**src/logic/buf_cfg_pkg.sv**
```systemverilog
`default_nettype none

package buf_cfg_pkg;

	////////////////////////////////////////////////////////////
	// lane geometry
	////////////////////////////////////////////////////////////

	localparam int N_LANES   = 4;
	localparam int DATA_W    = 64;
	localparam int DEPTH     = 64;              // words per slice memory
	localparam int ADDR_W    = $clog2(DEPTH);
	localparam int CNT_W     = ADDR_W + 1;      // must hold DEPTH itself
	localparam int ZERO_LANE = 3;               // lane that zero-fills in layer 1

	typedef logic [DATA_W-1:0] lane_data_t;
	typedef logic [ADDR_W-1:0] lane_addr_t;
	typedef logic [CNT_W-1:0]  depth_t;
	typedef logic [2:0]        layer_t;

	////////////////////////////////////////////////////////////
	// per-layer slice depth
	////////////////////////////////////////////////////////////

	// a depth of 0 marks a layer code that is not in use
	localparam depth_t LAYER_DEPTH [0:7] = '{
		depth_t'(0),
		depth_t'(16),   // layer 1
		depth_t'(24),   // layer 2
		depth_t'(40),   // layer 3
		depth_t'(64),   // layer 4
		depth_t'(0),
		depth_t'(0),
		depth_t'(0)
	};

endpackage

`default_nettype wire

```
**src/logic/buf_ctrl_pkg.sv**
```systemverilog
`default_nettype none

package buf_ctrl_pkg;

	// configuration controller
	typedef enum logic [1:0] {
		IDLE,
		CONFIG,   // depth and zero-fill get loaded here
		WORK
	} cfg_state_t;

	// per-lane slice state
	typedef enum logic [1:0] {
		EMPTY,
		FILL,     // taking words from the input stream
		FULL,     // slice held until a read request
		READ
	} lane_state_t;

endpackage

`default_nettype wire

```
**src/logic/lane_if.sv**
```systemverilog
`timescale 1ns/100ps
`default_nettype none

interface lane_if;
	import buf_cfg_pkg::*;

	// from the configuration controller
	logic       start_wr;    // one-cycle pulse
	logic       start_rd;    // one-cycle pulse
	depth_t     depth;       // stable for the whole slice
	logic       zero_fill;

	// from the lane
	logic       wr_done;
	logic       rd_valid;
	lane_data_t rd_data;
	logic       rd_last;     // last word of the slice
	logic       rd_done;

	modport feed (
		output start_wr, start_rd, depth, zero_fill
	);

	modport lane (
		input  start_wr, start_rd, depth, zero_fill,
		output wr_done, rd_valid, rd_data, rd_last, rd_done
	);

	modport drain (
		input wr_done, rd_valid, rd_data, rd_last, rd_done
	);

endinterface

`default_nettype wire

```
**src/logic/slice_ram.sv**
```systemverilog
`timescale 1ns/100ps
`default_nettype none

module slice_ram (
	input  wire                          clk,
	input  wire                          wr_en,
	input  wire buf_cfg_pkg::lane_addr_t wr_addr,
	input  wire buf_cfg_pkg::lane_data_t wr_data,
	input  wire                          rd_en,
	input  wire buf_cfg_pkg::lane_addr_t rd_addr,
	output buf_cfg_pkg::lane_data_t      rd_data
);
	import buf_cfg_pkg::*;

	lane_data_t mem [DEPTH];

	always_ff @(posedge clk) begin
		if (wr_en) begin
			mem[wr_addr] <= wr_data;
		end
	end

	// registered read, one cycle latency
	always_ff @(posedge clk) begin
		if (rd_en) begin
			rd_data <= mem[rd_addr];
		end
	end

	a_no_collision: assert property (
		@(posedge clk)
		wr_en && rd_en |-> wr_addr != rd_addr
	) else $error("slice_ram write and read hit the same address");

endmodule

`default_nettype wire

```
**src/logic/slice_lane.sv**
```systemverilog
`timescale 1ns/100ps
`default_nettype none

module slice_lane (
	input  wire                          clk,
	input  wire                          rst,
	input  wire                          s_tvalid,
	output logic                         s_tready,
	input  wire buf_cfg_pkg::lane_data_t s_tdata,
	lane_if.lane                         lane
);
	import buf_cfg_pkg::*;
	import buf_ctrl_pkg::*;

	lane_state_t state;
	depth_t      wr_cnt;
	depth_t      rd_cnt;
	depth_t      last_idx;
	logic        wr_en;
	logic        wr_last;
	lane_data_t  wr_data;
	logic        rd_en;
	logic        rd_last_addr;
	logic        wr_done_r;
	logic        rd_valid_r;
	logic        rd_last_r;
	lane_data_t  ram_q;

	assign last_idx = lane.depth - 1'b1;

	////////////////////////////////////////////////////////////
	// write side
	////////////////////////////////////////////////////////////

	// zero-fill lane never asks for input
	assign s_tready = (state == FILL) && !lane.zero_fill;
	assign wr_en    = (state == FILL) && (lane.zero_fill || s_tvalid);
	assign wr_data  = lane.zero_fill ? '0 : s_tdata;
	assign wr_last  = wr_en && (wr_cnt == last_idx);

	// read side with one address per cycle
	assign rd_en        = (state == READ);
	assign rd_last_addr = rd_en && (rd_cnt == last_idx);

	always_ff @(posedge clk) begin
		if (rst) begin
			state  <= EMPTY;
			wr_cnt <= '0;
			rd_cnt <= '0;
		end else begin
			case (state)
				EMPTY: begin
					if (lane.start_wr) begin
						state  <= FILL;
						wr_cnt <= '0;
					end
				end
				FILL: begin
					if (wr_en) begin
						wr_cnt <= wr_cnt + 1'b1;
					end
					if (wr_last) begin
						state <= FULL;
					end
				end
				FULL: begin
					if (lane.start_rd) begin
						state  <= READ;
						rd_cnt <= '0;
					end else if (lane.start_wr) begin   // new slice replaces unread one
						state  <= FILL;
						wr_cnt <= '0;
					end
				end
				READ: begin
					rd_cnt <= rd_cnt + 1'b1;
					if (rd_last_addr) begin
						state <= EMPTY;
					end
				end
				default: state <= EMPTY;
			endcase
		end
	end

	// status lines line up with the ram output
	always_ff @(posedge clk) begin
		if (rst) begin
			wr_done_r  <= 1'b0;
			rd_valid_r <= 1'b0;
			rd_last_r  <= 1'b0;
		end else begin
			wr_done_r  <= wr_last;
			rd_valid_r <= rd_en;
			rd_last_r  <= rd_last_addr;
		end
	end

	assign lane.wr_done  = wr_done_r;
	assign lane.rd_valid = rd_valid_r;
	assign lane.rd_data  = ram_q;
	assign lane.rd_last  = rd_last_r;
	assign lane.rd_done  = rd_valid_r && rd_last_r;

	slice_ram u_ram (
		.clk     (clk),
		.wr_en   (wr_en),
		.wr_addr (wr_cnt[ADDR_W-1:0]),
		.wr_data (wr_data),
		.rd_en   (rd_en),
		.rd_addr (rd_cnt[ADDR_W-1:0]),
		.rd_data (ram_q)
	);

	// a full slice takes no further writes
	a_no_write_when_full: assert property (
		@(posedge clk) disable iff (rst)
		wr_en |-> wr_cnt < lane.depth
	) else $error("slice_lane write past the end of the slice");

endmodule

`default_nettype wire

```
**src/flat_wrapper.sv**
```systemverilog
// flat-port wrapper written by rule: the top's interface ports become plain ports
module slice_lane_flat import buf_cfg_pkg::*; import buf_ctrl_pkg::*;
  (clk, rst, s_tvalid, s_tready, s_tdata, lane_start_wr, lane_start_rd, lane_depth, lane_zero_fill, lane_wr_done, lane_rd_valid, lane_rd_data, lane_rd_last, lane_rd_done);
  lane_if lane_i ();
  input  wire clk;
  input  wire rst;
  input  wire s_tvalid;
  output logic s_tready;
  input  wire buf_cfg_pkg::lane_data_t s_tdata;
  input wire logic [$bits(lane_i.start_wr)-1:0] lane_start_wr;
  input wire logic [$bits(lane_i.start_rd)-1:0] lane_start_rd;
  input wire logic [$bits(lane_i.depth)-1:0] lane_depth;
  input wire logic [$bits(lane_i.zero_fill)-1:0] lane_zero_fill;
  output wire logic [$bits(lane_i.wr_done)-1:0] lane_wr_done;
  output wire logic [$bits(lane_i.rd_valid)-1:0] lane_rd_valid;
  output wire logic [$bits(lane_i.rd_data)-1:0] lane_rd_data;
  output wire logic [$bits(lane_i.rd_last)-1:0] lane_rd_last;
  output wire logic [$bits(lane_i.rd_done)-1:0] lane_rd_done;
  assign lane_i.start_wr = lane_start_wr;
  assign lane_i.start_rd = lane_start_rd;
  assign lane_i.depth = lane_depth;
  assign lane_i.zero_fill = lane_zero_fill;
  assign lane_wr_done = lane_i.wr_done;
  assign lane_rd_valid = lane_i.rd_valid;
  assign lane_rd_data = lane_i.rd_data;
  assign lane_rd_last = lane_i.rd_last;
  assign lane_rd_done = lane_i.rd_done;
  slice_lane u_core (.clk(clk), .rst(rst), .s_tvalid(s_tvalid), .s_tready(s_tready), .s_tdata(s_tdata), .lane(lane_i));
endmodule
```
**config.mk**
```make
export PLATFORM = sky130hd
export DESIGN_NAME = slice_lane_flat
export DESIGN_NICKNAME = d
export VERILOG_FILES = /design/src/logic/buf_cfg_pkg.sv /design/src/logic/buf_ctrl_pkg.sv /design/src/logic/lane_if.sv /design/src/logic/slice_ram.sv /design/src/logic/slice_lane.sv /design/src/flat_wrapper.sv
export SDC_FILE = /design/constraint.sdc
export NUM_CORES = 2
export LEC_CHECK = 0
export BUFFER_PORTS_ARGS = -buffer_cell sky130_fd_sc_hd__buf_2
export CORE_MARGIN = 3
export CORE_UTILIZATION = 45
export CTS_CLUSTER_SIZE = 28
export DETAILED_ROUTE_END_ITERATION = 6
export PLACE_DENSITY_LB_ADDON = 0.15
export SYNTH_ARGS = -nofsm -noshare
export SYNTH_HDL_FRONTEND = slang
export SYNTH_SLANG_ARGS = --single-unit
```
**constraint.sdc**
```tcl
create_clock -name clk -period 6.9 [get_ports clk]
set_clock_uncertainty 0.15 [all_clocks]
set_input_delay 0 -clock clk [delete_from_list [all_inputs] [get_ports clk]]
set_output_delay 0 -clock clk [all_outputs]
set_load 0.1 [all_outputs]
```
==> run summary <==
The flow ran to the end, and the final reports show no timing, DRC or antenna violations. The number of nets with antenna violations after detailed routing came out at 0. The worst setup path is captured at a flip-flop.

The starting density of the core is between 40% and 50%. The number of buffers inserted during clock tree synthesis is between 400 and 500. The Yosys step of the flow raised 0 warnings.

The arrival time of the worst setup path came out at approximately 5100 ps. The worst hold slack across all endpoints is around 63 ps. The final hold violation count is 0. The post-route clock period utilization is 67.7%. The detailed-route wire length is 453,000 um.

STA puts the critical path data required time at 7300 ps. The relative slew slack is between 3 and 4%. The first-pass detailed-route iteration total is 6. The clock net in this run drives a total of between 4,000 and 5,000 sinks. Setup repair after global routing left no endpoint under its margin. In this run the worst path has a maximum fanout of 25. The number of port buffers is about 150. Cells with a size suffix above 1 make up just over 30% of the layout. The die area came out at 359,000 um^2. Measured along the x axis, the die boundary spans roughly 600 um.

The pin count of the biggest net entering global routing came out at 150. The vertical die dimension is about 600 um. Summed over all cells, the static leakage comes to between 50 and 60 nW. The total overflow reported by the global router is 0. Compared with the post-synthesis result, the final layout area differs by 14.6%. The number of distinct library cells after synthesis is 52.

The count of max-cap constraint violations is 0. The instance count of the mapped netlist is 6,561. The largest total area in the synthesized netlist belongs to sky130_fd_sc_hd__edfxtp_1. The initial antenna violation count is 16. The post-route cell area came out at 182,000 um^2. The final cell utilization of the core came out at between 50% and 60%.

The total negative setup slack came out at 0 ps. The maximum clock rate is roughly 210 MHz. The wire length of the first global-routing pass came out at approximately 630,000 um. The number of DRC markers after the initial detailed-route iteration came out at 9,796. The total number of vias came out at between 70,000 and 80,000.

The core footprint came out at about 350,000 um^2. Sequential elements use roughly four fifths of the synthesized area. The clock latency reported for the late side of the worst-skew pair came out at about 960 ps. between 100 and 150 I/O pins were placed. The worst setup path is of the flip-flop to flip-flop kind.

The tree is rooted in a sky130_fd_sc_hd__clkbuf_16. The average vias per placed instance came out at about 6.3. The clock passes through at most 4 buffers. In this run the number of H-tree levels came out at 5.

The clock transition time at the flip-flop clock pins of the worst setup and hold paths is approximately 60 ps. In the global route stage, overall resource usage came out at between 20% and 30%. The number of nets in the synthesized netlist came out at around 6,600. The slew at the pin closest to its max-slew limit is ~1400 ps.

The setup slack after layout is around 2200 ps. Among cell families on the critical path, the largest total delay comes from simple AND/OR/NAND/NOR gates. Among all stages on the critical path, the largest delay is contributed by sky130_fd_sc_hd__nor2_4. The total buffers and inverters traversed by the critical path is 1. The final critical path time including I/O delays and setup is about 4700 ps. The placed instances occupy a cell area of roughly 170,000 um^2.

TritonCTS built the clock tree. Across the VDD grid, the largest voltage drop is roughly 0.22 mV. The number of placement rows is around 220. The library cell with the highest instance count after synthesis is sky130_fd_sc_hd__edfxtp_1. In this run the mean area of a mapped cell was 24.1 um^2. At the end of routability-driven placement, the weighted congestion stood at roughly 0.79.

Counting flops with an async set or reset pin after synthesis yields a share of 0%. The synthesized netlist occupies a cell area of between 150,000 and 200,000 um^2. The HPWL after detailed placement is ~250,000 um. The worst reg-to-reg setup slack is 2230 ps. The predominant post-synthesis flop cell is sky130_fd_sc_hd__edfxtp_1. The path class of the tightest hold or removal check is primary input to flip-flop. By count the netlist is led by sky130_fd_sc_hd__edfxtp_1, sky130_fd_sc_hd__mux4_2, sky130_fd_sc_hd__clkbuf_1. The post-CTS repair timing setup buffer count came out at 0. The DRC violation count after routing came out at 0.

At the end of the flow, the number of nets in the layout was slightly above 7,000. Counting flops with a built-in enable in the synthesized netlist gives between 4,000 and 5,000. The max-slew violation count is 0. The number of global-route vias before repair came out at 77,300. The average wire per standard cell is between 30 and 40 um. Power spread over the standard cell area amounts to about 280 nW/um^2. The number of synthesized register bits is about 4,200. The critical path goes through nor2b_1 > o21ai_0 > nor2_1 > nand2_1 > nor2_4 > buf_4. STA classifies the critical path startpoint as a flip-flop. At the placement stage, the worst setup path has a slack of 2370 ps. On the worst path, the slowest cell contributes a delay of 1060 ps.

Ranked by total cell area, the synthesized netlist is headed by sky130_fd_sc_hd__edfxtp_1, sky130_fd_sc_hd__mux4_2, sky130_fd_sc_hd__o22ai_1. The final number of setup-violating endpoints came out at 0. After synthesis, the largest area contributor takes up between 70% and 80% of total cell area.
## layout make-up
| cell class | instances | area [um^2] |
|---|---|---|
| antenna | 10 | 25.0 |
| fill | 26800 | 168000 |
| inverter | 8 | 37.5 |
| timing repair buffer | 531 | 4650 |
| tap | 4599 | 5750 |
| clock inverter | 230 | 1930 |
| multi-input combinational | 2006 | 32500 |
| clock buffer | 540 | 11400 |
| sequential | 4179 | 125000 |
## worst min-delay path, stage by stage
cell and delay, ps:
sky130_fd_sc_hd__dlygate4sd3_1 540, sky130_fd_sc_hd__buf_2 180, sky130_fd_sc_hd__nor2b_4 220
## per-stage QoR
stage	power, mW	std cells
CTS	51.4	12100
floorplan	28.8	6561
detailed placement	29.2	11200
global placement	29.2	11200
global route	52.4	12100
finish	51.0	12100
## metal layers
metal  track usage [%]  part of all wire (%)  vias to the layer above
li1                  -                     -                    29700
met1              35.0                    40                    42200
met2              41.7                    50                     3439
met3              3.74                   7.1                      698
met4              7.67                   3.2                        2
met5                 0                0.0029                        -
## worst paths after layout
| path | from | to | cells after the start |
|---|---|---|---|
| setup / recovery | u_core.state[0] | u_core.u_ram.mem[5][13] | 6 |
| hold / removal | s_tdata[18] | u_core.u_ram.mem[53][18] | 3 |
| setup reg to reg | u_core.state[0] | u_core.u_ram.mem[5][13] | 6 |
| hold reg to reg | u_core.wr_cnt[6] | u_core.wr_cnt[6] | 3 |
## state kept, by name (all words and copies together) (netlist names)
name,count
u_core.u_ram.mem,4096
u_core.u_ram.rd_data,64
u_core.rd_cnt,7
u_core.wr_cnt,7
u_core.state,2
u_core.lane.rd_last,1
u_core.lane.rd_valid,1
u_core.lane.wr_done,1
## cell usage in the layout (no fill, tap or decap), types with 11 or more instances in the layout
| master | n |
|---|---|
| sky130_fd_sc_hd__clkinvlp_4 | 11 |
| sky130_fd_sc_hd__mux2i_1 | 57 |
| sky130_fd_sc_hd__dfxtp_1 | 14 |
| sky130_fd_sc_hd__buf_4 | 234 |
| sky130_fd_sc_hd__bufinv_16 | 26 |
| sky130_fd_sc_hd__nand2b_1 | 13 |
| sky130_fd_sc_hd__o22ai_1 | 169 |
| sky130_fd_sc_hd__nor2_1 | 81 |
| sky130_fd_sc_hd__buf_12 | 60 |
| sky130_fd_sc_hd__clkinv_2 | 65 |
| sky130_fd_sc_hd__xnor2_1 | 13 |
| sky130_fd_sc_hd__clkbuf_1 | 96 |
| sky130_fd_sc_hd__nor2b_4 | 66 |
| sky130_fd_sc_hd__nor2b_1 | 21 |
| sky130_fd_sc_hd__a22o_1 | 56 |
| sky130_fd_sc_hd__a21oi_1 | 12 |
| sky130_fd_sc_hd__mux4_2 | 1144 |
| sky130_fd_sc_hd__a211oi_1 | 64 |
| sky130_fd_sc_hd__clkinv_1 | 109 |
| sky130_fd_sc_hd__nor2_4 | 66 |
| sky130_fd_sc_hd__a221o_1 | 56 |
| sky130_fd_sc_hd__clkbuf_16 | 440 |
| sky130_fd_sc_hd__nor3_1 | 12 |
| sky130_fd_sc_hd__nand3_1 | 17 |
| sky130_fd_sc_hd__a22oi_1 | 21 |
| sky130_fd_sc_hd__buf_2 | 144 |
| sky130_fd_sc_hd__dlygate4sd3_1 | 90 |
| sky130_fd_sc_hd__nand2_1 | 50 |
| sky130_fd_sc_hd__edfxtp_1 | 4160 |
## cells by family (layout without fill, tap and decap cells)
group                    Yosys count  count (layout)  synth area share [%]
AND/OR/NAND/NOR                  356             356                  1.09
XOR/XNOR                          24              24                 0.141
flip-flops                      4179            4179                  79.1
multiplexers                    1201            1201                  16.6
adder cells (fa/ha/maj)            3               3                0.0237
buffers and inverters            376            1309                  1.08
AO/OA/AOI/OAI                    422             422                  1.97
other                              0              10                     0
## what timing repair did
action	in CTS	in global routing
gates resized for setup	0	0
hold buffers	87	3
endpoints found under the setup margin	0	0
endpoints found under the hold margin	4115	55
## power breakdown
group	leakage, nW	internal (mW)	switching [mW]
clock network	6.50	12.6	9.61
logic	10.4	0.182	0.566
registers	35.0	28.0	0.0158
total	51.9	40.8	10.2
(Power assumes the default switching activity.)
